[src/verilog/panel_settings.svh]
// ######################################
// Panel geometry, wire format and opcodes
// for the drawing engine, included where needed
// ######################################
`ifndef PANEL_SETTINGS_SVH
`define PANEL_SETTINGS_SVH

// Panel size in pixels
`define PANEL_COLS 64
`define PANEL_ROWS 32

// Colour bytes per pixel, sent most significant first
`define BYTES_PER_PIXEL 2

// Wire bytes for x1 and width, most significant first
`define COORD_BYTES 2

// Command opcodes
`define OP_FILLRECT 8'h01
`define OP_CLEAR 8'h02

`endif
[src/verilog/panel_pkg.sv]
// ######################################
// Shared types of the drawing engine
// ######################################
`default_nettype none

`include "panel_settings.svh"

package panel_pkg;

    // Panel addresses
    typedef logic [$clog2(`PANEL_COLS)-1:0] col_addr_t;
    typedef logic [$clog2(`PANEL_ROWS)-1:0] row_addr_t;
    typedef logic [$clog2(`PANEL_COLS * `PANEL_ROWS)-1:0] pixel_addr_t;

    // Fields as they arrive from the command stream
    typedef logic [`COORD_BYTES*8-1:0] xcoord_t;
    typedef logic [7:0] ycoord_t;
    typedef logic [`BYTES_PER_PIXEL*8-1:0] color_t;

    typedef struct packed {
        xcoord_t x1;
        ycoord_t y1;
        xcoord_t width;
        ycoord_t height;
        color_t  color;
    } fill_req_t;

    typedef struct packed {
        pixel_addr_t addr;
        color_t      color;
    } fb_write_t;

    typedef enum logic [2:0] {
        FR_X1,
        FR_Y1,
        FR_WIDTH,
        FR_HEIGHT,
        FR_COLOR,
        FR_REQ,
        FR_WAIT
    } fillrect_state_t;

    typedef enum logic [2:0] {
        DS_OPCODE,
        DS_FILL_ARGS,
        DS_FILL_WAIT,
        DS_CLEAR_REQ,
        DS_CLEAR_WAIT,
        DS_DONE
    } dispatch_state_t;

endpackage

`default_nettype wire

[src/verilog/cmd_dispatch.sv]
// ######################################
// Opcode decoder of the command stream; forwards fill
// arguments, issues clears and reports completion
// ######################################
`timescale 1ns/1ns
`default_nettype none

`include "panel_settings.svh"

module cmd_dispatch (
    input  wire                     clk,
    input  wire                     reset,
    input  wire [7:0]               cmd_data,
    input  wire                     cmd_valid,
    output logic                    cmd_ready,
    output logic [7:0]              arg_data,
    output logic                    arg_valid,
    input  wire                     arg_ready,
    input  wire panel_pkg::fill_req_t rect_req,
    input  wire                     rect_req_valid,
    output logic                    rect_req_ready,
    output panel_pkg::fill_req_t    req,
    output logic                    req_valid,
    input  wire                     req_ready,
    input  wire                     fill_done,
    output logic                    rect_done,
    output logic                    cmd_done
);
    import panel_pkg::*;

    // Whole panel in colour zero
    localparam fill_req_t CLEAR_REQ = '{
        x1:     '0,
        y1:     '0,
        width:  xcoord_t'(`PANEL_COLS),
        height: ycoord_t'(`PANEL_ROWS),
        color:  '0
    };

    dispatch_state_t state;

    // ######################################
    // Stream and request routing
    // ######################################
    assign arg_data  = cmd_data;
    assign arg_valid = cmd_valid && (state == DS_FILL_ARGS);

    always_comb begin
        case (state)
            DS_OPCODE:    cmd_ready = 1'b1;
            DS_FILL_ARGS: cmd_ready = arg_ready;
            default:      cmd_ready = 1'b0;
        endcase
    end

    always_comb begin
        req            = rect_req;
        req_valid      = 1'b0;
        rect_req_ready = 1'b0;
        if (state == DS_FILL_ARGS) begin
            req_valid      = rect_req_valid;
            rect_req_ready = req_ready;
        end else if (state == DS_CLEAR_REQ) begin
            req       = CLEAR_REQ;
            req_valid = 1'b1;
        end
    end

    // Completion goes back to the fill capture only when it owns the request
    assign rect_done = fill_done && (state == DS_FILL_WAIT);

    // ######################################
    // Command FSM
    // ######################################
    always_ff @(posedge clk) begin
        if (reset) begin
            state    <= DS_OPCODE;
            cmd_done <= 1'b0;
        end else begin
            cmd_done <= 1'b0;
            case (state)
                DS_OPCODE: begin
                    if (cmd_valid) begin
                        if (cmd_data == `OP_FILLRECT) begin
                            state <= DS_FILL_ARGS;
                        end else if (cmd_data == `OP_CLEAR) begin
                            state <= DS_CLEAR_REQ;
                        end
                    end
                end
                DS_FILL_ARGS: begin
                    if (rect_req_valid && req_ready) begin
                        state <= DS_FILL_WAIT;
                    end
                end
                DS_CLEAR_REQ: begin
                    if (req_ready) begin
                        state <= DS_CLEAR_WAIT;
                    end
                end
                DS_FILL_WAIT, DS_CLEAR_WAIT: begin
                    if (fill_done) begin
                        cmd_done <= 1'b1;
                        state    <= DS_DONE;
                    end
                end
                // Hold off the next opcode for the cmd_done cycle
                default: state <= DS_OPCODE;
            endcase
        end
    end

endmodule

`default_nettype wire

[config.mk]
export PLATFORM = sky130hd
export DESIGN_NAME = cmd_dispatch
export DESIGN_NICKNAME = d
export VERILOG_FILES = /design/src/verilog/panel_pkg.sv /design/src/verilog/cmd_dispatch.sv
export VERILOG_INCLUDE_DIRS = /design/src /design/src/verilog
export SDC_FILE = /design/constraint.sdc
export NUM_CORES = 1
export LEC_CHECK = 0
export BUFFER_PORTS_ARGS = -buffer_cell sky130_fd_sc_hd__clkbuf_2
export CELL_PAD_IN_SITES_DETAIL_PLACEMENT = 1
export CELL_PAD_IN_SITES_GLOBAL_PLACEMENT = 1
export CORE_MARGIN = 4
export CORE_UTILIZATION = 15
export CTS_BUF_LIST = sky130_fd_sc_hd__clkbuf_4 sky130_fd_sc_hd__clkbuf_8
export CTS_CLUSTER_DIAMETER = 30
export DETAILED_ROUTE_END_ITERATION = 7
export PLACE_DENSITY_LB_ADDON = 0.08
export SETUP_SLACK_MARGIN = 0.3
export SLEW_MARGIN = 10
export SYNTH_ARGS = -nofsm -noshare
export SYNTH_HDL_FRONTEND = slang
export SYNTH_SLANG_ARGS = --single-unit
[constraint.sdc]
create_clock -name clk -period 2.35 [get_ports clk]
set_input_delay 0.47 -clock clk [delete_from_list [all_inputs] [get_ports clk]]
set_output_delay 0.47 -clock clk [all_outputs]
set_load 0.05 [all_outputs]
==> results_dict.tcl <==
set metrics [dict create \
    status "finished, final reports clean" \
    p_comb_share_pct 67.3 \
    hold_ws_ns 0.4675 \
    die_area_um2 6729 \
    worstSetupStartpointType "flip-flop" \
    fin_crit_sh_pct 82.19 \
    io_buffers 156 \
    grt_pass1_wl_mm 6.127 \
    ant_nets 0 \
    cts_max_level 1 \
    grt_max_degree 65 \
    total_power_uw 669.6 \
    grt-ovfl-total 0 \
    arrival_ns 1.46 \
    final_cells 337 \
    wl_per_cell_um 13.07 \
    yosysWarnings 0 \
    syn_nets 201 \
    maxCapViolCount 0 \
    synthMuxAreaShare_pct 1.218 \
    synth_xor_area_share_pct 2.131 \
    p_int_uw 306.6 \
    nFillCells 726 \
    wl_mm 4.403 \
    drive_above_1_share_pct 62.92 \
    path_class "reg -> out" \
    finalHoldViolations 0 \
    placed_area_um2 1615 \
    slew_violations 0 \
    synth.ff_latch_count 4 \
    post_cts_buffers 0 \
    dr.pass1.iters 3 \
    pre_cts_ws_ns 0.5034 \
    first_global_vias 1329 \
    drt-vias-per-instance 3.923 \
    syn_avg_cell_area_um2 6.738 \
    max-slew-margin-rel_pct 80.01 \
    vias 1322 \
    p_leak_nw 0.9345 \
    nNetsFinal 348 \
    clockBufferDepth 2 \
    cp_max_fo 64 \
    tightest_slew_ns 0.3011 \
    dp_cells 334 \
    yosys.area_share.simple_pct 64.99 \
    numCtsBuffers 3 \
    place.gp.congestion 0.6729 \
    synthCells 122 \
    fin_crit_ns 1.931 \
    power.density_nw_per_um2 403.9 \
    grtUsageTotal_pct 11.59 \
    regArea_um2 81.33 \
    synthesis.area_um2 822.0 \
    synthAdderAreaFrac_pct 0 \
    synth_compound_area_share_pct 8.067 \
    required_ns 1.88 \
    drt_iter0_drc 16 \
    grt_setup_unrepaired "no" \
    synthDistinctLibCells 26 \
    antenna_found_initial 0 \
    multiInputGateArea_um2 628.1 \
    setup_violations 0 \
    root_buffer "clkbuf_8" \
    setup_tns_ns 0 \
    worst_ir_drop_vdd_v 0.0001390 \
    num_rows 26 \
    area_growth_syn_to_layout_pct 101.7 \
    cp-end-kind "output port" \
    clkPwrFrac_pct 22.0 \
    clkTransAtPathRegs_ns 0.03 \
    hp-class "in -> reg" \
    synth_top_family_by_area "simple AND/OR/NAND/NOR gates" \
    ios 157 \
    die_y_um 82.03 \
    cts_tree "done" \
    drc 0 \
    core-area_um2 5205 \
    stdcell_area_um2 1658 \
    sw_frac_of_total_pct 54.21 \
    clk_latency_ns 0.22 \
    fmax_ghz 0.5178 \
    power_switching_uw 363.0 \
    final.setup.worst_slack_ns 0.4186 \
    clock-sinks 4 \
    r2r_setup_slack_ns 0.93 \
    synth-seq-area-share_pct 9.741 \
    dpl.hpwl_mm 3.965 \
    initial_core_util_pct 15.79 \
    fin_util_pct 31.85 \
    die_w_um 82.03 \
    fin_skew_ns 0.001621 \
    antenna_cells 0 \
    p_seq_share_pct 10.7 \
]
## routing by layer
layer | GRT usage [%] | routed length [um] | up-vias | share of wire, %
li1 | - | - | 667 | -
met1 | 11.90 | 1474 | 555 | 33
met2 | 20.84 | 2187 | 92 | 50
met3 | 5.044 | 643 | 8 | 15
met4 | 3.987 | 98 | 0 | 2.2
met5 | 0 | 0 | - | 0
## state kept, by name, summed over array words and instances, names as in the netlist
| name | count |
|---|---|
| cmd_done | 1 |
| state | 3 |
## placed cells by master, fill, tap and decap left out
master    synthesis  routed
nand2_2           1       1
dfxtp_2           0       1
xnor2_1           2       2
o311a_2           1       1
dfxtp_1           4       3
a211oi_1          1       1
o21ai_0           2       2
mux2i_1           1       1
nor3b_1           2       2
nor4_1            1       1
nand2_1           4       4
nand2b_1          5       5
clkbuf_2          0     156
inv_1             1       1
nand2b_2          1       1
nor2_1            7       7
nor3_1            1       1
a21oi_1           4       4
buf_4             8       2
nor2b_4           1       1
o311ai_1          1       1
nor4b_1           1       1
o31a_1            1       1
buf_12            0       1
and2_1           62      62
clkbuf_8          0       3
nor3_2            1       1
## critical path, stage by stage, from the launching register on
cell and delay [ns]:
dfxtp_2 0.39, nor2b_4 0.17, nand2_2 0.07, buf_12 0.18
and2_1 0.18, clkbuf_2 0.23
## path summary, 6_finish.rpt
check / startpoint / end / depth (start not counted)
hold reg to reg: state[2] / state[0] / 3
setup reg to reg: state[2] / state[1] / 5
setup / recovery: state[0] / req[3] / 5
hold / removal: reset / state[0] / 2
## cell families (layout without fill, tap and decap cells)
group | after synthesis | count (layout)
AND/OR/NAND/NOR | 87 | 87
buffers and inverters | 18 | 163
AO/OA/AOI/OAI | 10 | 10
flip-flops | 4 | 4
XOR/XNOR | 2 | 2
multiplexers | 1 | 1
## what timing repair did
action	in CTS	in global routing
hold buffers	0	0
setup endpoints to repair	58	0
resized for setup	1	0
## power groups by stage
stage	combinational, mW	sequential (mW)	clock [mW]
2_1_floorplan	0.315	0.0724	0
3_3_place_gp	0.455	0.0726	0
3_5_place_dp	0.455	0.0727	0
4_1_cts	0.456	0.0717	0.155
5_1_grt	0.477	0.0719	0.158
6_report	0.451	0.0717	0.147
## area by class of cell
type	instances	area share [%]
tap	70	5.283
inverter	1	0.2264
multi-input combinational	100	37.89
clock buffer	3	2.491
sequential	4	4.906
timing repair buffer	159	49.21
## cell usage after synthesis (all sizes together)
library cell	number	share of area [%]
a211oi	1	0.91
a21oi	4	2.4
and2	62	47
buf	11	11
clkbuf	6	2.7
dfxtp	4	9.7
inv	1	0.46
mux2i	1	1.2
nand2	5	2.6
nand2b	6	4.9
nor2	7	3.2
nor2b	1	1.7
nor3	2	1.8
nor3b	2	1.8
nor4	1	0.76
nor4b	1	1.1
o21ai	2	1.2
o311a	1	1.4
o311ai	1	1.1
o31a	1	1.1
xnor2	2	2.1
(Power assumes the default switching activity.)
