### config.mk
export PLATFORM = sky130hd
export DESIGN_NAME = fillarea_walker
export DESIGN_NICKNAME = d
export VERILOG_FILES = /design/src/verilog/panel_pkg.sv /design/src/verilog/fillarea_walker.sv
export VERILOG_INCLUDE_DIRS = /design/src /design/src/verilog
export SDC_FILE = /design/constraint.sdc
export NUM_CORES = 1
export LEC_CHECK = 0
export BUFFER_PORTS_ARGS = -buffer_cell sky130_fd_sc_hd__buf_2
export CORE_ASPECT_RATIO = 0.6
export CORE_MARGIN = 2
export CORE_UTILIZATION = 49
export CTS_BUF_LIST = sky130_fd_sc_hd__clkbuf_16
export DETAILED_ROUTE_END_ITERATION = 6
export PLACE_DENSITY = 0.77
export SLEW_MARGIN = 10
export SYNTH_ARGS = -nofsm -noshare
export SYNTH_HDL_FRONTEND = slang
export SYNTH_SLANG_ARGS = --single-unit
### constraint.sdc
create_clock -name clk -period 4.1 [get_ports clk]
set_input_delay 0.205 -clock clk [delete_from_list [all_inputs] [get_ports clk]]
set_output_delay 0.205 -clock clk [all_outputs]
set_load 0.01 [all_outputs]
### src/verilog/panel_settings.svh
// ######################################
// Panel geometry, wire format and opcodes
// for the drawing engine, included where needed
// ######################################
`ifndef PANEL_SETTINGS_SVH
`define PANEL_SETTINGS_SVH

// Panel size in pixels
`define PANEL_COLS 64
`define PANEL_ROWS 32

// Colour bytes per pixel, sent most significant first
`define BYTES_PER_PIXEL 2

// Wire bytes for x1 and width, most significant first
`define COORD_BYTES 2

// Command opcodes
`define OP_FILLRECT 8'h01
`define OP_CLEAR 8'h02

`endif
### src/verilog/panel_pkg.sv
// ######################################
// Shared types of the drawing engine
// ######################################
`default_nettype none

`include "panel_settings.svh"

package panel_pkg;

    // Panel addresses
    typedef logic [$clog2(`PANEL_COLS)-1:0] col_addr_t;
    typedef logic [$clog2(`PANEL_ROWS)-1:0] row_addr_t;
    typedef logic [$clog2(`PANEL_COLS * `PANEL_ROWS)-1:0] pixel_addr_t;

    // Fields as they arrive from the command stream
    typedef logic [`COORD_BYTES*8-1:0] xcoord_t;
    typedef logic [7:0] ycoord_t;
    typedef logic [`BYTES_PER_PIXEL*8-1:0] color_t;

    typedef struct packed {
        xcoord_t x1;
        ycoord_t y1;
        xcoord_t width;
        ycoord_t height;
        color_t  color;
    } fill_req_t;

    typedef struct packed {
        pixel_addr_t addr;
        color_t      color;
    } fb_write_t;

    typedef enum logic [2:0] {
        FR_X1,
        FR_Y1,
        FR_WIDTH,
        FR_HEIGHT,
        FR_COLOR,
        FR_REQ,
        FR_WAIT
    } fillrect_state_t;

    typedef enum logic [2:0] {
        DS_OPCODE,
        DS_FILL_ARGS,
        DS_FILL_WAIT,
        DS_CLEAR_REQ,
        DS_CLEAR_WAIT,
        DS_DONE
    } dispatch_state_t;

endpackage

`default_nettype wire

### src/verilog/fillarea_walker.sv
// ######################################
// Clips a fill request to the panel and writes
// each covered pixel, one per accepted write
// ######################################
`timescale 1ns/1ns
`default_nettype none

`include "panel_settings.svh"

module fillarea_walker (
    input  wire                       clk,
    input  wire                       reset,
    input  wire panel_pkg::fill_req_t req,
    input  wire                       req_valid,
    output logic                      req_ready,
    output panel_pkg::fb_write_t      wr,
    output logic                      wr_valid,
    input  wire                       wr_ready,
    output logic                      fill_done
);
    import panel_pkg::*;

    // One extra bit so that start plus size cannot wrap
    localparam int unsigned XSUM_W = $bits(xcoord_t) + 1;
    localparam int unsigned YSUM_W = $bits(ycoord_t) + 1;

    logic [XSUM_W-1:0] x_sum;
    logic [XSUM_W-1:0] x_lim;
    logic [YSUM_W-1:0] y_sum;
    logic [YSUM_W-1:0] y_lim;
    logic area_empty;
    logic empty_pend;
    logic req_take;
    logic last_pixel;
    col_addr_t col;
    col_addr_t x_start;
    col_addr_t x_last;
    row_addr_t row;
    row_addr_t y_last;
    color_t fill_color;

    // Clip to the panel, end coordinates exclusive
    always_comb begin
        x_sum = XSUM_W'(req.x1) + XSUM_W'(req.width);
        y_sum = YSUM_W'(req.y1) + YSUM_W'(req.height);
        x_lim = (x_sum > XSUM_W'(`PANEL_COLS)) ? XSUM_W'(`PANEL_COLS) : x_sum;
        y_lim = (y_sum > YSUM_W'(`PANEL_ROWS)) ? YSUM_W'(`PANEL_ROWS) : y_sum;
        // Covers zero size and a start past the edge
        area_empty = (x_lim <= XSUM_W'(req.x1)) || (y_lim <= YSUM_W'(req.y1));
    end

    assign req_ready  = !wr_valid && !empty_pend;
    assign req_take   = req_valid && req_ready;
    assign last_pixel = (col == x_last) && (row == y_last);

    assign wr = '{
        addr:  pixel_addr_t'(pixel_addr_t'(row) * `PANEL_COLS + pixel_addr_t'(col)),
        color: fill_color
    };

    always_ff @(posedge clk) begin
        if (reset) begin
            wr_valid   <= 1'b0;
            empty_pend <= 1'b0;
            fill_done  <= 1'b0;
        end else begin
            fill_done <= 1'b0;
            if (req_take) begin
                if (area_empty) begin
                    empty_pend <= 1'b1;
                end else begin
                    wr_valid <= 1'b1;
                end
            end
            if (empty_pend) begin
                empty_pend <= 1'b0;
                fill_done  <= 1'b1;
            end
            if (wr_valid && wr_ready && last_pixel) begin
                wr_valid  <= 1'b0;
                fill_done <= 1'b1;
            end
        end
    end

    // Walk counters, stepped only on an accepted write
    always_ff @(posedge clk) begin
        if (req_take) begin
            x_start    <= col_addr_t'(req.x1);
            col        <= col_addr_t'(req.x1);
            row        <= row_addr_t'(req.y1);
            x_last     <= col_addr_t'(x_lim - 1'b1);
            y_last     <= row_addr_t'(y_lim - 1'b1);
            fill_color <= req.color;
        end else if (wr_valid && wr_ready) begin
            if (col == x_last) begin
                col <= x_start;
                row <= row + 1'b1;
            end else begin
                col <= col + 1'b1;
            end
        end
    end

endmodule

`default_nettype wire

==> results of run 1 <==
## registers in the layout, indices dropped and copies added (netlist names)
| name | flops |
|---|---|
| col | 6 |
| wr_valid | 1 |
| fill_color | 16 |
| x_start | 6 |
| fill_done | 1 |
| row | 5 |
| x_last | 6 |
| empty_pend | 1 |
| y_last | 5 |
## cells in the mapped netlist, drive strengths merged (12+ instances only)
cell type,number
xnor2,18
ha,50
edfxtp,44
a21o,12
xor2,19
a21oi,24
nand3,15
nor2,27
nand2,39
inv,38
o21ai,29
## timing repair
action	in CTS	in global routing
cloned	0	0
buffers inserted	0	0
endpoints found under the setup margin	2	2
resized for setup	2	6
endpoints found under the hold margin	0	0
pin swaps	0	3
## metal layers
| layer | vias to the layer above | track usage (%) | wire length (um) |
|---|---|---|---|
| met5 | - | 0 | 0 |
| met4 | 0 | 3.75 | 91 |
| met3 | 12 | 4.68 | 922 |
| met2 | 190 | 35.9 | 4340 |
| met1 | 1688 | 34.0 | 4920 |
| li1 | 1800 | - | - |
## through the flow
step	hold slack [ns]	utilization (%)	total power, mW	area (um^2)
after floorplan	0.277	-	0.951	4040
after global placement	0.381	59.5	1.10	4710
after detailed placement	0.383	59.5	1.12	4710
after CTS	0.0810	61.5	1.54	4870
after global routing	0.0761	62.0	1.63	4900
final	0.0811	62.0	1.55	4900
## cell type report
type	instances	area (um^2)
clock buffer	5	125
tap	108	135
clock inverter	3	27.5
fill	683	3010
multi-input combinational	344	2530
sequential	47	1380
timing repair buffer	106	553
inverter	39	146
## logic make-up (layout without fill, tap and decap cells)
family | after synthesis | in the layout | synth area share (%)
simple gates | 128 | 128 | 16.0
compound gates | 110 | 110 | 19.0
fa+ha+maj | 52 | 52 | 16.6
flops | 47 | 47 | 34.5
buf+inv | 44 | 153 | 4.16
xor+xnor | 37 | 37 | 8.09
mux | 6 | 6 | 1.53
other cells | 1 | 11 | 0.0937
## critical path: cells and delay by family
family / cells / cell delay, ns
AOI/OAI and AO/OA: 7 / 1.26
and+or+nand+nor: 5 / 0.86
adders and majority gates: 3 / 0.83
buffers and inverters: 3 / 0.39
muxes: 2 / 0.33
xor gates and xnor gates: 1 / 0.18
## layout by cell type (no fill, tap or decap), types with 11 or more instances in the layout
master,count
buf_2,97
ha_1,49
edfxtp_1,44
inv_1,38
nand2_1,38
nor2_1,27
o21ai_0,25
a21oi_1,22
xor2_1,19
xnor2_1,18
nand3_1,14
a21o_1,12
conb_1,11
## report_power, final
group / switching (mW) / total, mW / internal [mW]
Clock: 0.191 / 0.424 / 0.233
Sequential: 0.0332 / 0.614 / 0.581
Combinational: 0.297 / 0.516 / 0.219
## final timing paths
| check | from | end | slack, ns | depth (start not counted) |
|---|---|---|---|---|
| worst max-delay path | req[24] | wr_valid | 0.23 | 21 |
| worst min-delay path | req[3] | fill_color[3] | 0.08 | 1 |
| worst max register to register | col[4] | row[3] | 1.50 | 4 |
| worst min register to register | empty_pend | fill_done | 0.50 | 2 |
==> reports/qor.txt, run 1 <==
Outcome: finished clean
Diode count: 0
Area grow syn2layout: 22.5%
Vias in the first global route: 3369
First-pass GRT wire length: 16200 um
Avg Cell Area, Syn: 9.42 um^2
MaxCap Viol Count: 0
Min cycle time layout: 3.87 ns
Initial antenna violation count: 0
Slowest-stage cell, CP: fa_1
Fin cells: 652
Row count: 25
Post-synth EDFFs: 44
Ys Warns: 0
Synth cell types: 60
I/O Buffers: 97
Leakage: 2.21 nW
Tightest Hold Check Type: primary input to flip-flop
Share of the synthesized area in the top cell type: 33.0%
Core box area: 7910 um^2
WL final: 10300 um
Fraction of the cycle the final worst path needs: 94.4%
HPWL Detailed: 8330 um
Area leader, netlist: edfxtp_1
CP max stage delay: 0.40 ns
Endpoints failing setup: 0
Inst Count DP: 644
Setup TNS: 0 ns
CP Class: primary input to flip-flop
Die X: 121 um
Drt pass-1 iters: 5
WP data arrival: 4.05 ns
Maximum clock rate: 258 MHz
Vias: 3690
Clock-pin transition on the worst setup and hold timing paths: 0.07 ns
Residual DRC count: 0
Final slew viol count: 0
Largest net degree at the start of global routing: 24
Root buffer cell: clkbuf_16
Crit-path most repeated cell: mux2i_1
Clock Path Buffers: 2
RSZ-0062 raised after global routing: no
Slew @ Worst Pin: 0.783 ns
Synth top area cells: edfxtp_1, ha_1, xor2_1, xnor2_1, nand2_1
Asr flop ratio synth: 0%
Initial drt markers: 297
Post-Syn Instances: 425
Antenna Nets Post-Route: 0
H-Tree Depth: 2
Worst vdd ir: 0.249 mV
Final WS setup: 0.230 ns
WL/cell: 15.8 um
Via-to-Cell Ratio: 5.66
Worst setup EP type: flip-flop
DIE AREA: 8930 um^2
Post-place setup slack: -0.250 ns
Fin. Hold Viols: 0
CTS sink cnt: 47
Cell area after synthesis: 4000 um^2
Flops & latches, synth: 47
Hold Buf Count CTS: 0
Crit Path Max Fanout: 6
Crit path cell chain: buf_2, ha_4, inv_1, fa_1, xnor2_1, or3b_1, mux2i_1, a311oi_2, a221oi_2, nand3_1, buf_4, nor2_1, ha_1, nand4_1, nor3_1, a2111oi_2, o21ai_1, a21o_1, o22ai_1, mux2i_1, a22o_1
GRT Residual Overflow: 0
Post-synthesis sequential area ratio: 34.5%
Clk Latency, worst-skew pair: 0.29 ns
Worst setup SP type: primary input
CTS tree: done
Relative slew slack: 47.5%
Gp weighted congestion: 0.945
Fin nets: 663
Worst Skew: 0.0106 ns
Ys flop type: edfxtp_1
Req. time, crit path: 4.28 ns
Share of cells above drive strength 1: 24.4%
IO Pins: 98
Die height: 74.0 um
Global Route Usage Sum: 23.1%
Pwr/cell area: 317 nW/um^2
Num CTS Buffers: 5
Initial Util: 50.6%
No activity file was read; power rests on OpenSTA's default activity.
==> inputs of run 2 (changes only) <==
--- a/config.mk
+++ b/config.mk
@@ -9,10 +9,10 @@
 export BUFFER_PORTS_ARGS = -buffer_cell sky130_fd_sc_hd__buf_2
 export CORE_ASPECT_RATIO = 0.6
 export CORE_MARGIN = 2
-export CORE_UTILIZATION = 49
+export CORE_UTILIZATION = 55
 export CTS_BUF_LIST = sky130_fd_sc_hd__clkbuf_16
 export DETAILED_ROUTE_END_ITERATION = 6
-export PLACE_DENSITY = 0.77
+export PLACE_DENSITY = 0.82
 export SLEW_MARGIN = 10
 export SYNTH_ARGS = -nofsm -noshare
 export SYNTH_HDL_FRONTEND = slang
==> constraint.sdc (replaced) <==
create_clock -name clk -period 3.95 [get_ports clk]
set_input_delay 0.1975 -clock clk [delete_from_list [all_inputs] [get_ports clk]]
set_output_delay 0.1975 -clock clk [all_outputs]
set_load 0.01 [all_outputs]
==> run 2 against run 1 <==
Sequential share of layout area fell by 0.28 points; worst hold slack got worse by 0.00082 ns; critical path depth stayed put; cell count down 0.92%; clock power rose by 15%; register-to-register slack got worse by 0.12 ns; total power up 7.1%; cell area rose by 1.0%; first-iteration DRC count fell by 20%; clock-buffer cell count stayed put; critical path type unchanged; largest cell class unchanged.
==> reports/qor.txt, run 2 (same netlist as run 1, synthesis figures left out) <==
Tot Pwr: 1.66 mW (was 1.55 mW)
Num CTS Buffers: 5 (unchanged)
Leakage: 2.27 nW (was 2.21 nW)
Worst setup SP type: primary input (unchanged)
WL/cell: 15.6 um (was 15.8 um)
Pwr/cell area: 336 nW/um^2 (was 317 nW/um^2)
Antenna Nets Post-Route: 0 (unchanged)
Post-route cell area: 4950 um^2 (was 4900 um^2)
Clock Path Buffers: 2 (unchanged)
Via-to-Cell Ratio: 5.72 (was 5.66)
Core box area: 7150 um^2 (was 7910 um^2)
Row count: 24 (was 25)
Hold Path Stages: 1 (unchanged)
Gp weighted congestion: 0.893 (was 0.945)
Vias: 3694 (was 3690)
Largest register by flop count: fill_color (unchanged)
Resized cells post-CTS: 0 (was 2)
Reg2reg end: row[0] (was row[3])
Global Route Usage Sum: 25.7% (was 23.1%)
Die X: 114 um (was 121 um)
Dpl cell area: 4770 um^2 (was 4710 um^2)
IO Pins: 98 (unchanged)
Clock-pin transition on the worst setup and hold timing paths: 0.07 ns (about the same)
Fill cells: 573 (was 683)
CTS tree: done (unchanged)
WHS Endpoint: fill_color[8] (was fill_color[3])
Reg2reg setup slack: 1.38 ns (was 1.50 ns)
Fin nets: 674 (was 663)
Worst setup EP type: flip-flop (unchanged)
Share of cells above drive strength 1: 25.8% (was 24.4%)
Crit path cell chain: buf_2, ha_1, inv_1, fa_1, xnor2_1, or3b_1, mux2i_2, a311oi_2, a221oi_2, nand3_1, buf_4, nor2_1, ha_1, nand2_1, nor3_1, a2111oi_2, o21ai_1, a21o_1, o22ai_1, mux2i_1, a22o_1 (was buf_2, ha_4, inv_1, fa_1, xnor2_1, or3b_1, mux2i_1, a311oi_2, a221oi_2, nand3_1, buf_4, nor2_1, ha_1, nand4_1, nor3_1, a2111oi_2, o21ai_1, a21o_1, o22ai_1, mux2i_1, a22o_1)
Worst Skew: 0.00797 ns (was 0.0106 ns)
Worst Reg-to-Reg Cells: 4 (unchanged)
GR Layer Usage met2: 43.4% (was 35.9%)
CP max stage delay: 0.40 ns (about the same)
Slowest-stage cell, CP: fa_1 (unchanged)
Met1 Resource Use GR: 36.3% (was 34.0%)
I/O Buffers: 97 (unchanged)
Slew @ Worst Pin: 0.865 ns (was 0.783 ns)
CTS sink cnt: 47 (unchanged)
Fin cells: 646 (was 652)
Post-place setup slack: -0.205 ns (was -0.250 ns)
Req. time, crit path: 4.13 ns (was 4.28 ns)
Clk Latency, worst-skew pair: 0.29 ns (about the same)
Hold path start: req[8] (was req[3])
Endpoints failing setup: 0 (unchanged)
Commonest non-fill, non-tap cell in the layout: buf_2 (unchanged)
Diode count: 0 (unchanged)
Die height: 70.1 um (was 74.0 um)
Max reg flops: 16 (unchanged)
Fin. Hold Viols: 0 (unchanged)
Largest net degree at the start of global routing: 19 (was 24)
WL final: 10100 um (was 10300 um)
Relative slew slack: 41.7% (was 47.5%)
Hold Buf Count CTS: 0 (unchanged)
Gr busiest metal: met2 (unchanged)
Min cycle time layout: 3.76 ns
Crit Path Max Fanout: 6 (unchanged)
Drt pass-1 iters: 5 (unchanged)
Fraction of the cycle the final worst path needs: 95.3%
Outcome: finished clean (unchanged)
Worst hold margin: 0.0803 ns (was 0.0811 ns)
Worst vdd ir: 0.235 mV (was 0.249 mV)
Final slew viol count: 0 (unchanged)
FF-to-FF Start: col[4] (unchanged)
Met3 Use GR: 2.95% (was 4.68%)
CP Class: primary input to flip-flop (unchanged)
# Post-CTS Setup Buffers: 0 (unchanged)
H-Tree Depth: 2 (unchanged)
Initial antenna violation count: 0 (unchanged)
HPWL Detailed: 8230 um (was 8330 um)
Tightest Hold Check Type: primary input to flip-flop (unchanged)
GRT Residual Overflow: 0 (unchanged)
Residual DRC count: 0 (unchanged)
Initial Util: 56.0% (was 50.6%)
Area grow syn2layout: 23.7% (was 22.5%)
MaxCap Viol Count: 0 (unchanged)
First-pass GRT wire length: 16500 um (was 16200 um)
Commonest cells after routing, fill and taps aside: buf_2, ha_1, edfxtp_1 (unchanged)
Inst Count DP: 638 (was 644)
DIE AREA: 8000 um^2 (was 8930 um^2)
Crit-path most repeated cell: ha_1 (was mux2i_1)
Vias in the first global route: 3466 (was 3369)
Root buffer cell: clkbuf_16 (unchanged)
Final WS setup: 0.186 ns (was 0.230 ns)
WP data arrival: 3.94 ns (was 4.05 ns)
Maximum clock rate: 266 MHz
Initial drt markers: 239 (was 297)
==> run 2: cell types whose count changed in the layout (fill, tap and decap cells not counted), sizes merged <==
| cell | change |
|---|---|
| inv | -1 |
| buf | +11 |
| bufinv | +1 |
==> run 2: per-stage QoR <==
step / utilization (%) / TNS (ns)
6_report: 69.3 / 0
5_1_grt: 69.3 / -0.0547
4_1_cts: 69.2 / 0
3_5_place_dp: 66.8 / -0.302
3_3_place_gp: 66.8 / 0
2_1_floorplan: - / 0
==> run 2: critical path: cells and delay by family <==
kind / cells / cell delay (ns)
XOR/XNOR: 1 / 0.17
AND/OR/NAND/NOR: 5 / 0.82
multiplexers: 2 / 0.31
adder cells (fa/ha/maj): 3 / 0.87
AO/OA/AOI/OAI: 7 / 1.19
buffers and inverters: 3 / 0.37
==> run 2: routing by layer <==
| metal | vias to the layer above | part of all wire [%] |
|---|---|---|
| met5 | - | 0 |
| li1 | 1813 | - |
| met4 | 0 | 0.86 |
| met1 | 1720 | 45 |
| met3 | 12 | 6.9 |
| met2 | 149 | 47 |
==> run 2: area by class of cell <==
class                   instances  area (um^2)  share of cell area (%)
flip-flops and latches         47         1380                    27.9
well taps                      91          114                    2.30
multi-input cells             344         2500                    50.6
inverters                      39          146                    2.96
clock inverters                 3         46.3                   0.935
clock buffers                   5          125                    2.53
repair buffers                117          636                    12.8
==> run 2: worst max path at each step <==
stage	from	end	slack, ns	cells after the start
after floorplan	req[24]	wr_valid	0.11	20
after CTS	req[24]	wr_valid	0.06	21
after detailed placement	req[24]	wr_valid	-0.21	21
final	req[24]	wr_valid	0.19	21
after global routing	req[24]	wr_valid	-0.05	21
after global placement	req[24]	wr_valid	0.07	21
==> run 2: where the power goes <==
group / switching (mW) / total, mW / internal (mW)
Clock: 0.186 / 0.486 / 0.301
Sequential: 0.0367 / 0.639 / 0.602
Combinational: 0.303 / 0.537 / 0.234
Total: 0.526 / 1.66 / 1.14
