[src/verilog/panel_settings.svh]
// ######################################
// Panel geometry, wire format and opcodes
// for the drawing engine, included where needed
// ######################################
`ifndef PANEL_SETTINGS_SVH
`define PANEL_SETTINGS_SVH

// Panel size in pixels
`define PANEL_COLS 64
`define PANEL_ROWS 32

// Colour bytes per pixel, sent most significant first
`define BYTES_PER_PIXEL 2

// Wire bytes for x1 and width, most significant first
`define COORD_BYTES 2

// Command opcodes
`define OP_FILLRECT 8'h01
`define OP_CLEAR 8'h02

`endif
[src/verilog/panel_pkg.sv]
// ######################################
// Shared types of the drawing engine
// ######################################
`default_nettype none

`include "panel_settings.svh"

package panel_pkg;

    // Panel addresses
    typedef logic [$clog2(`PANEL_COLS)-1:0] col_addr_t;
    typedef logic [$clog2(`PANEL_ROWS)-1:0] row_addr_t;
    typedef logic [$clog2(`PANEL_COLS * `PANEL_ROWS)-1:0] pixel_addr_t;

    // Fields as they arrive from the command stream
    typedef logic [`COORD_BYTES*8-1:0] xcoord_t;
    typedef logic [7:0] ycoord_t;
    typedef logic [`BYTES_PER_PIXEL*8-1:0] color_t;

    typedef struct packed {
        xcoord_t x1;
        ycoord_t y1;
        xcoord_t width;
        ycoord_t height;
        color_t  color;
    } fill_req_t;

    typedef struct packed {
        pixel_addr_t addr;
        color_t      color;
    } fb_write_t;

    typedef enum logic [2:0] {
        FR_X1,
        FR_Y1,
        FR_WIDTH,
        FR_HEIGHT,
        FR_COLOR,
        FR_REQ,
        FR_WAIT
    } fillrect_state_t;

    typedef enum logic [2:0] {
        DS_OPCODE,
        DS_FILL_ARGS,
        DS_FILL_WAIT,
        DS_CLEAR_REQ,
        DS_CLEAR_WAIT,
        DS_DONE
    } dispatch_state_t;

endpackage

`default_nettype wire

[src/verilog/fillrect_cmd.sv]
// ######################################
// Fill-rectangle argument capture; builds one fill
// request and waits for it to complete
// ######################################
`timescale 1ns/1ns
`default_nettype none

`include "panel_settings.svh"

module fillrect_cmd (
    input  wire                  clk,
    input  wire                  reset,
    input  wire [7:0]            arg_data,
    input  wire                  arg_valid,
    output logic                 arg_ready,
    output panel_pkg::fill_req_t rect_req,
    output logic                 rect_req_valid,
    input  wire                  rect_req_ready,
    input  wire                  rect_done
);
    import panel_pkg::*;

    // Wide enough for any multibyte field
    localparam int unsigned CNT_W = 4;

    fillrect_state_t state;
    logic [CNT_W-1:0] byte_left;
    xcoord_t x1;
    xcoord_t width;
    ycoord_t y1;
    ycoord_t height;
    color_t color;
    logic arg_take;

    assign arg_ready = (state == FR_X1) || (state == FR_Y1) || (state == FR_WIDTH) ||
                       (state == FR_HEIGHT) || (state == FR_COLOR);
    assign arg_take  = arg_valid && arg_ready;

    assign rect_req_valid = (state == FR_REQ);
    assign rect_req = '{
        x1:     x1,
        y1:     y1,
        width:  width,
        height: height,
        color:  color
    };

    always_ff @(posedge clk) begin
        if (reset) begin
            state     <= FR_X1;
            byte_left <= CNT_W'(`COORD_BYTES - 1);
            x1        <= '0;
            y1        <= '0;
            width     <= '0;
            height    <= '0;
            color     <= '0;
        end else begin
            case (state)
                FR_X1: begin
                    if (arg_take) begin
                        // Most significant byte arrives first
                        x1 <= xcoord_t'({x1, arg_data});
                        if (byte_left == '0) begin
                            state <= FR_Y1;
                        end else begin
                            byte_left <= byte_left - 1'b1;
                        end
                    end
                end
                FR_Y1: begin
                    if (arg_take) begin
                        y1        <= arg_data;
                        byte_left <= CNT_W'(`COORD_BYTES - 1);
                        state     <= FR_WIDTH;
                    end
                end
                FR_WIDTH: begin
                    if (arg_take) begin
                        width <= xcoord_t'({width, arg_data});
                        if (byte_left == '0) begin
                            state <= FR_HEIGHT;
                        end else begin
                            byte_left <= byte_left - 1'b1;
                        end
                    end
                end
                FR_HEIGHT: begin
                    if (arg_take) begin
                        height    <= arg_data;
                        byte_left <= CNT_W'(`BYTES_PER_PIXEL - 1);
                        state     <= FR_COLOR;
                    end
                end
                FR_COLOR: begin
                    if (arg_take) begin
                        color <= color_t'({color, arg_data});
                        if (byte_left == '0) begin
                            state <= FR_REQ;
                        end else begin
                            byte_left <= byte_left - 1'b1;
                        end
                    end
                end
                FR_REQ: begin
                    if (rect_req_ready) begin
                        state <= FR_WAIT;
                    end
                end
                FR_WAIT: begin
                    // Back to a clean slate for the next rectangle
                    if (rect_done) begin
                        state     <= FR_X1;
                        byte_left <= CNT_W'(`COORD_BYTES - 1);
                        x1        <= '0;
                        y1        <= '0;
                        width     <= '0;
                        height    <= '0;
                        color     <= '0;
                    end
                end
                default: state <= FR_X1;
            endcase
        end
    end

endmodule

`default_nettype wire

[config.mk]
export PLATFORM = sky130hd
export DESIGN_NAME = fillrect_cmd
export DESIGN_NICKNAME = d
export VERILOG_FILES = /design/src/verilog/panel_pkg.sv /design/src/verilog/fillrect_cmd.sv
export VERILOG_INCLUDE_DIRS = /design/src /design/src/verilog
export SDC_FILE = /design/constraint.sdc
export NUM_CORES = 1
export LEC_CHECK = 0
export BUFFER_PORTS_ARGS = -buffer_cell sky130_fd_sc_hd__clkbuf_2
export CELL_PAD_IN_SITES_DETAIL_PLACEMENT = 2
export CELL_PAD_IN_SITES_GLOBAL_PLACEMENT = 2
export CORE_ASPECT_RATIO = 1.5
export CORE_MARGIN = 8
export CORE_UTILIZATION = 33
export DETAILED_ROUTE_END_ITERATION = 16
export PLACE_DENSITY = 0.91
export SLEW_MARGIN = 20
export SYNTH_ARGS = -nofsm -noshare
export SYNTH_HDL_FRONTEND = slang
export SYNTH_SLANG_ARGS = --single-unit
[constraint.sdc]
create_clock -name clk -period 4.79 [get_ports clk]
set_clock_uncertainty 0.1 [all_clocks]
set_input_delay 0.2395 -clock clk [delete_from_list [all_inputs] [get_ports clk]]
set_output_delay 0.2395 -clock clk [all_outputs]
set_load 0.005 [all_outputs]
==> flow_metrics.py, run 1 <==
metrics = {
    "outcome": {
        "status": "complete, no violations",
    },
    "finish": {
        "antenna_cells": 0,
        "fin_area_um2": 3680,
        "drive_above_1_share_pct": 29.0,
        "final_cells": 526,
        "area_growth_pct": 20.8,
        "nNetsFinal": 426,
    },
    "floorplan": {
        "die_w_um": 94.4,
        "start_util_pct": 33.5,
        "core_area_um2": 9090,
        "ios": 79,
        "dieArea_um2": 12600,
        "num_rows": 43,
        "dieHeight_um": 134,
    },
    "yosys": {
        "seq_area_frac_synth_pct": 46.7,
        "synthTopCellsByCount": "dfxtp_1 (71), nand2_1 (64), a21oi_1 (58)",
        "syn_inst": 353,
        "yosysMostFrequentCell": "dfxtp_1",
        "synth_edf_count": 0,
        "ys_seq_elements": 71,
        "synth_nets": 368,
        "yosys-top-cells-area": "dfxtp_1 (47%), a21oi_1 (9.5%), nand2_1 (7.9%)",
        "async_reset_ff_share_pct": 0,
        "synth_top_area_cell": "dfxtp_1",
        "yosysWarnings": 0,
        "synth_ff_type": "dfxtp_1",
        "synth.top_cell.area_share_pct": 46.7,
        "avgSynthCellArea_um2": 8.63,
        "ys_types": 46,
        "syn_area_um2": 3050,
    },
    "clock_tree": {
        "ctsHoldBuffers": 0,
        "numCtsBuffers": 9,
        "cts-resized-gates": 0,
        "post_cts_buffers": 0,
        "cts_sinks": 71,
        "insertion_delay_ns": 0.34,
        "cts_tree": "built",
        "max-clock-path-buffers": 2,
        "htreeDepth": 3,
        "clk_pin_slew_ns": 0.06,
        "cts-root-buf": "clkbuf_16",
    },
    "grt": {
        "antenna_found_initial": 0,
        "grt_pass1_vias": 3142,
        "grt.total_usage_pct": 17.7,
        "gr-total-overflow": 0,
        "grt_max_degree": 46,
        "grt_pass1_wl_um": 17400,
    },
    "setup_path": {
        "critPathRequiredTime_ns": 4.87,
        "arrival_ns": 2.84,
        "cp_max_fo": 26,
        "critical_path_class": "reg2reg",
        "cp-start-kind": "flop",
        "endpoint_kind": "flop",
    },
    "timing": {
        "rsz0062_at_grt": "false",
        "tightest_slew_ns": 0.844,
        "setup_tns_ns": 0,
        "fin_crit_ns": 2.76,
        "slew_headroom_pct": 43.5,
        "clock.fmax_ghz": 0.362,
        "maxSlewViolCount": 0,
        "hold_viol": 0,
        "finalCritPeriodShare_pct": 57.7,
        "setup-violations-final": 0,
    },
    "drt": {
        "vias": 2839,
        "via_per_inst": 5.40,
        "wl_per_cell_um": 20.5,
        "wl_um": 10800,
        "drc": 0,
        "drtPass1Iterations": 4,
        "ant_nets": 0,
        "drtIter0Drc": 148,
    },
    "worst_hold_path": {
        "hold_class": "in2reg",
    },
    "place": {
        "dpl-instance-area_um2": 3390,
        "port_buffers": 78,
        "placed_cells": 512,
        "dp_hpwl_um": 7260,
        "place_congestion": 0.794,
    },
    "power_and_ir_drop": {
        "powerDensity_nw_per_um2": 373,
        "peakVddDrop_uv": 218,
        "p_leak_nw": 1.39,
    },
    "job": {
        "maxCapViolCount": 0,
    },
}
## cell families (layout without fill, tap and decap cells)
family / after synthesis / in the layout / synth area share, %
and+or+nand+nor: 141 / 141 / 25.5
adders and majority gates: 2 / 2 / 0.822
muxes: 2 / 2 / 0.698
AOI/OAI and AO/OA: 98 / 98 / 18.7
DFF: 71 / 71 / 46.7
buffers and inverters: 39 / 100 / 7.68
## worst max-delay path, stage by stage, from the launching register on
cell	delay, ns
dfxtp_1	0.86
nand4b_2	0.79
buf_4	0.51
o31ai_1	0.17
a311oi_1	0.16
## cell type report
cell class / count / area, um^2
timing repair buffer: 81 / 413
sequential: 71 / 1420
clock inverter: 1 / 30.0
inverter: 5 / 18.8
clock buffer: 13 / 250
tap: 112 / 140
multi-input combinational: 243 / 1410
fill: 1017 / 5410
## worst paths after layout
| check | slack (ns) | from | end | cells past startpoint |
|---|---|---|---|---|
| max reg2reg | 2.03 | state[1] | byte_left[2] | 4 |
| min | 0.14 | arg_data[0] | width[0] | 3 |
| min reg2reg | 0.37 | x1[10] | x1[10] | 2 |
| max | 2.03 | state[1] | byte_left[2] | 4 |
## state kept, by name, summed over array words and instances (netlist names)
| register | flops |
|---|---|
| x1 | 16 |
| state | 3 |
| width | 16 |
| height | 8 |
| byte_left | 4 |
| color | 16 |
| y1 | 8 |
## routing by layer
| layer | track usage (%) | wire length [um] | vias to the layer above | part of all wire (%) |
|---|---|---|---|---|
| met5 | 0 | 0 | - | 0 |
| met4 | 7.62 | 260 | 0 | 2.4 |
| met1 | 19.4 | 4280 | 1398 | 40 |
| li1 | - | - | 1350 | - |
| met3 | 4.79 | 521 | 19 | 4.8 |
| met2 | 30.6 | 5720 | 72 | 53 |
## layout by cell type, fill, tap and decap left out, types with 3 or more instances in the layout
master      n
inv_1       5
nand3_1    38
nor2_1      4
a21oi_2    10
nand3_2    10
o21ai_0    16
nand2b_1    3
nor2b_1     3
clkbuf_1    3
nand2_1    64
a21oi_1    58
dfxtp_1    71
clkbuf_16   9
buf_4       3
clkbuf_2   78
## metrics by stage
stage	util [%]	hold slack (ns)	power, W	worst slack (ns)
after CTS	40.4	0.134	0.00139	2.09
after global placement	37.3	0.357	0.000722	2.31
final	40.5	0.136	0.00137	2.03
after floorplan	-	0.276	0.000693	3.21
after detailed placement	37.3	0.366	0.000729	2.09
after global routing	40.5	0.148	0.00142	1.86
## power breakdown
part | internal, W | switching [W] | total (W)
Sequential | 0.000604 | 0.0000149 | 0.000618
Clock | 0.000412 | 0.000243 | 0.000655
Combinational | 0.0000359 | 0.0000631 | 0.0000991
Total | 0.00105 | 0.000321 | 0.00137
Note: power is estimated with default switching activity, not from simulation.
==> inputs of run 2 (changes only) <==
Settings changed: CORE_UTILIZATION 33 to 30, PLACE_DENSITY 0.91 to 0.85.
Clock period 4.79 ns to 2.8 ns, I/O delays scaled along.
==> flow_metrics.py, run 2 (synthesis gave the netlist of run 1 again) <==
metrics = {
    "outcome": {
        "status": "complete, no violations",
    },
    "setup_path": {
        "critical_path_class": "reg2reg",
        "arrival_ns": 2.03,
        "r2r-end": "width[6]",
        "cp-start-kind": "flop",
        "critPathRequiredTime_ns": 2.90,
        "cp_max_fo": 21,
        "endpoint_kind": "flop",
        "r2r_setup_slack_ns": 0.86,
        "regToRegStartpoint": "state[1]",
        "r2r_cells": 4,
    },
    "clock_tree": {
        "post_cts_buffers": 0,
        "cts-root-buf": "clkbuf_16",
        "numCtsBuffers": 9,
        "htreeDepth": 3,
        "cts_tree": "built",
        "cts_sinks": 71,
        "max-clock-path-buffers": 2,
        "insertion_delay_ns": 0.34,
        "ctsHoldBuffers": 0,
        "cts-resized-gates": 0,
        "clk_pin_slew_ns": 0.06,
    },
    "finish": {
        "final_common_cell": "clkbuf_2",
        "final_cells": 539,
        "antenna_cells": 0,
        "area_growth_pct": 24.0,
        "nNetsFinal": 432,
        "largestRegisters": "color x16, width x16, x1 x16",
        "drive_above_1_share_pct": 30.3,
        "final_cell_mix": "clkbuf_2 (78), dfxtp_1 (71), nand2_1 (64)",
    },
    "grt": {
        "use_met1_pct": 16.2,
        "gr-total-overflow": 0,
        "use_met2_pct": 30.4,
        "grt_pass1_vias": 3217,
        "grt.total_usage_pct": 16.2,
        "grt_max_degree": 37,
        "grt_busiest_layer": "met2",
        "gr-usage-met3_pct": 3.89,
        "grt_pass1_wl_um": 17400,
        "antenna_found_initial": 0,
    },
    "place": {
        "placed_cells": 523,
        "place_congestion": 0.789,
        "dp_hpwl_um": 7150,
        "port_buffers": 78,
    },
    "timing": {
        "rsz0062_at_grt": "false",
        "slew_headroom_pct": 38.5,
        "clock.fmax_ghz": 0.517,
        "fin_crit_ns": 1.94,
        "hold_viol": 0,
        "setup-violations-final": 0,
        "setup_tns_ns": 0,
        "maxSlewViolCount": 0,
        "tightest_slew_ns": 0.919,
        "finalCritPeriodShare_pct": 69.1,
    },
    "floorplan": {
        "core_area_um2": 10000,
        "dieArea_um2": 13700,
        "num_rows": 45,
        "ios": 79,
        "start_util_pct": 30.4,
        "die_w_um": 98.3,
        "dieHeight_um": 139,
    },
    "power_and_ir_drop": {
        "p_leak_nw": 1.44,
        "peakVddDrop_uv": 292,
        "powerDensity_nw_per_um2": 656,
        "power_w": 0.00248,
    },
    "job": {
        "maxCapViolCount": 0,
    },
    "drt": {
        "ant_nets": 0,
        "vias": 2858,
        "drtPass1Iterations": 4,
        "drc": 0,
        "wl_um": 10600,
        "via_per_inst": 5.30,
        "wl_per_cell_um": 19.7,
        "drtIter0Drc": 77,
    },
    "worst_hold_path": {
        "hold_class": "in2reg",
        "min_to": "y1[7]",
        "min_path_cells": 3,
        "min_from": "arg_data[7]",
    },
}
[run 2: cell type report]
class,count,area (um^2)
Fill cell,1161,6250
Clock buffer,10,229
Inverter,5,18.8
Tap cell,117,146
Clock inverter,6,92.6
Multi-Input combinational cell,243,1400
Timing Repair Buffer,87,470
Sequential cell,71,1420
[run 2: worst max-delay path: stages (launching register included)]
cell and delay [ns]:
dfxtp_1 0.36, buf_4 0.27, nand4bb_1 0.64, nand3_1 0.33, a21oi_1 0.09
[run 2: worst max-delay path by stage]
stage                       startpoint  depth (start not counted)      endpoint  slack (ns)
final                         state[1]                          4      width[6]        0.86
after global routing      byte_left[0]                          5  byte_left[3]        0.72
after CTS                     state[2]                          4         x1[7]        0.81
after detailed placement      state[1]                          4     width[14]        0.89
after global placement        state[0]                          4     width[14]        0.95
after floorplan           byte_left[0]                          5  byte_left[1]        1.22
[run 2: report_power, final]
| group | internal, W | leakage (nW) | switching [W] | total [W] |
|---|---|---|---|---|
| Clock | 0.000786 | 0.150 | 0.000463 | 0.00125 |
| Sequential | 0.00103 | 0.574 | 0.0000199 | 0.00105 |
| Combinational | 0.0000638 | 0.713 | 0.000112 | 0.000175 |
[run 2: metrics by stage]
stage | cell area [um^2] | worst slack (ns) | utilization [%] | hold slack [ns]
CTS | 3770 | 0.807 | 37.7 | 0.0203
floorplan | 3050 | 1.22 | - | 0.176
detailed placement | 3450 | 0.890 | 34.5 | 0.369
global placement | 3450 | 0.954 | 34.5 | 0.355
global route | 3770 | 0.717 | 37.7 | 0.0381
finish | 3770 | 0.865 | 37.7 | 0.0235
[run 2: routing by layer]
layer / routed length (um) / share of wire (%)
met1: 4130 / 39
met4: 266 / 2.5
met5: 0 / 0
met3: 328 / 3.1
met2: 5870 / 55
==> inputs of run 3 (changes only) <==
Settings changed: CORE_UTILIZATION 30 to 27, PLACE_DENSITY 0.85 to 0.81.
Clock period 2.8 ns to 1.7 ns, I/O delays scaled along.
==> flow_metrics.py, run 3 (synthesis gave the netlist of run 1 again) <==
metrics = {
    "drt": {
        "wl_met2_um": 5870,
        "met3RoutedLength_um": 542,
        "drtPass1Iterations": 4,
        "drc": 0,
        "vias": 2916,
        "dr.max_layer_used": "met4",
        "drt-met1-wl_um": 4160,
        "wl_per_cell_um": 18.4,
        "via_per_inst": 4.99,
        "drtIter0Drc": 112,
        "ant_nets": 0,
        "wl_um": 10800,
    },
    "floorplan": {
        "ios": 79,
        "dieArea_um2": 15000,
        "die_w_um": 103,
        "dieHeight_um": 146,
        "num_rows": 47,
        "start_util_pct": 27.7,
        "core_area_um2": 11000,
    },
    "place": {
        "dp_hpwl_um": 7400,
        "port_buffers": 78,
        "placed_cells": 562,
        "pre_cts_ws_ns": -0.0410,
        "place_congestion": 0.687,
    },
    "finish": {
        "final_common_cell": "clkbuf_2",
        "antenna_cells": 0,
        "final_cell_mix": "clkbuf_2 (78), dfxtp_1 (67), nand2_1 (64)",
        "drive_above_1_share_pct": 33.9,
        "nNetsFinal": 447,
        "largestRegisters": "color x16, width x16, x1 x16",
        "final_cells": 584,
        "n_fill_cell": 1268,
        "area_growth_pct": 32.5,
    },
    "timing": {
        "whs_ns": -0.000858,
        "slew_headroom_pct": 69.2,
        "finalCritPeriodShare_pct": 98.3,
        "tightest_slew_ns": 0.463,
        "hold_viol": 1,
        "setup-violations-final": 0,
        "fin_crit_ns": 1.67,
        "setup_slack_ns": 0.0291,
        "maxSlewViolCount": 0,
        "clock.fmax_ghz": 0.598,
        "rsz0062_at_grt": "true",
        "setup_tns_ns": 0,
    },
    "outcome": {
        "status": "complete, but fails checks",
        "violations": "negative hold slack",
    },
    "clock_tree": {
        "insertion_delay_ns": 0.34,
        "clk_pin_slew_ns": 0.06,
        "numCtsBuffers": 9,
        "cts_sinks": 71,
        "cts-root-buf": "clkbuf_16",
        "cts_tree": "built",
        "max-clock-path-buffers": 2,
        "htreeDepth": 3,
    },
    "setup_path": {
        "endpoint_kind": "flop",
        "cp_max_fo": 4,
        "cp-start-kind": "flop",
        "critical_path_class": "reg2reg",
        "critPathRequiredTime_ns": 1.86,
        "arrival_ns": 1.83,
    },
    "grt": {
        "antenna_found_initial": 0,
        "grt_pass1_vias": 3205,
        "grt_pass1_wl_um": 17100,
        "grt.total_usage_pct": 14.7,
        "grt_max_degree": 38,
        "gr-total-overflow": 0,
    },
    "power_and_ir_drop": {
        "power_w": 0.00427,
        "peakVddDrop_uv": 389,
        "powerDensity_nw_per_um2": 1060,
        "p_leak_nw": 1.54,
    },
    "job": {
        "maxCapViolCount": 0,
    },
    "worst_hold_path": {
        "hold_class": "in2reg",
    },
}
run 3: cell types whose count changed in the layout (fill, tap and decap cells not counted), sizes merged:
cell / previous run / this run
inv: 7 / 5
dlygate4sd3: 0 / 5
buf: 9 / 19
clkbuf: 88 / 89
bufinv: 2 / 3
run 3: power breakdown:
group	total (W)	switching, W	internal, W
combinational	0.000325	0.000190	0.000136
sequential	0.00174	0.0000377	0.00170
clock	0.00220	0.000730	0.00147
run 3: path summary, 6_finish.rpt:
kind | from | endpoint | slack [ns] | cells after the start
worst max register to register | byte_left[0] | byte_left[1] | 0.03 | 5
worst min register to register | width[10] | width[10] | 0.37 | 2
worst max-delay path | byte_left[0] | byte_left[1] | 0.03 | 5
worst min-delay path | arg_data[6] | y1[6] | -0.0009 | 3
run 3: layer usage:
| metal | GRT usage, % | vias to the layer above |
|---|---|---|
| li1 | - | 1391 |
| met1 | 15.5 | 1454 |
| met2 | 26.7 | 59 |
| met3 | 2.71 | 12 |
| met4 | 6.79 | 0 |
| met5 | 0 | - |
run 3: what timing repair did:
action                                  CTS  global route
endpoints found under the setup margin   17             7
hold endpoints to repair                 17             0
pin swaps                                 0             2
gates resized for setup                   4             7
gates cloned                              0             0
buffers inserted                          0             1
hold buffers                              5             0
run 3: area by class of cell:
cell class	count	area (um^2)	area share [%]
well taps	147	184	4.56
clock inverters	5	105	2.61
repair buffers	102	633	15.7
inverters	5	18.8	0.465
multi-input cells	243	1420	35.3
clock buffers	11	243	6.02
flip-flops and latches	71	1430	35.4
run 3: critical path, stage by stage (launching register included):
cell and delay (ns):
dfxtp_2 0.35, inv_1 0.07, ha_1 0.27, a211o_1 0.26, or4_1 0.39, a21oi_1 0.16
run 3: per-stage QoR:
| step | area, um^2 | util [%] |
|---|---|---|
| after floorplan | 3050 | - |
| after CTS | 4010 | 36.4 |
| after global placement | 3600 | 32.7 |
| after global routing | 4030 | 36.7 |
| after detailed placement | 3600 | 32.7 |
| final | 4030 | 36.7 |
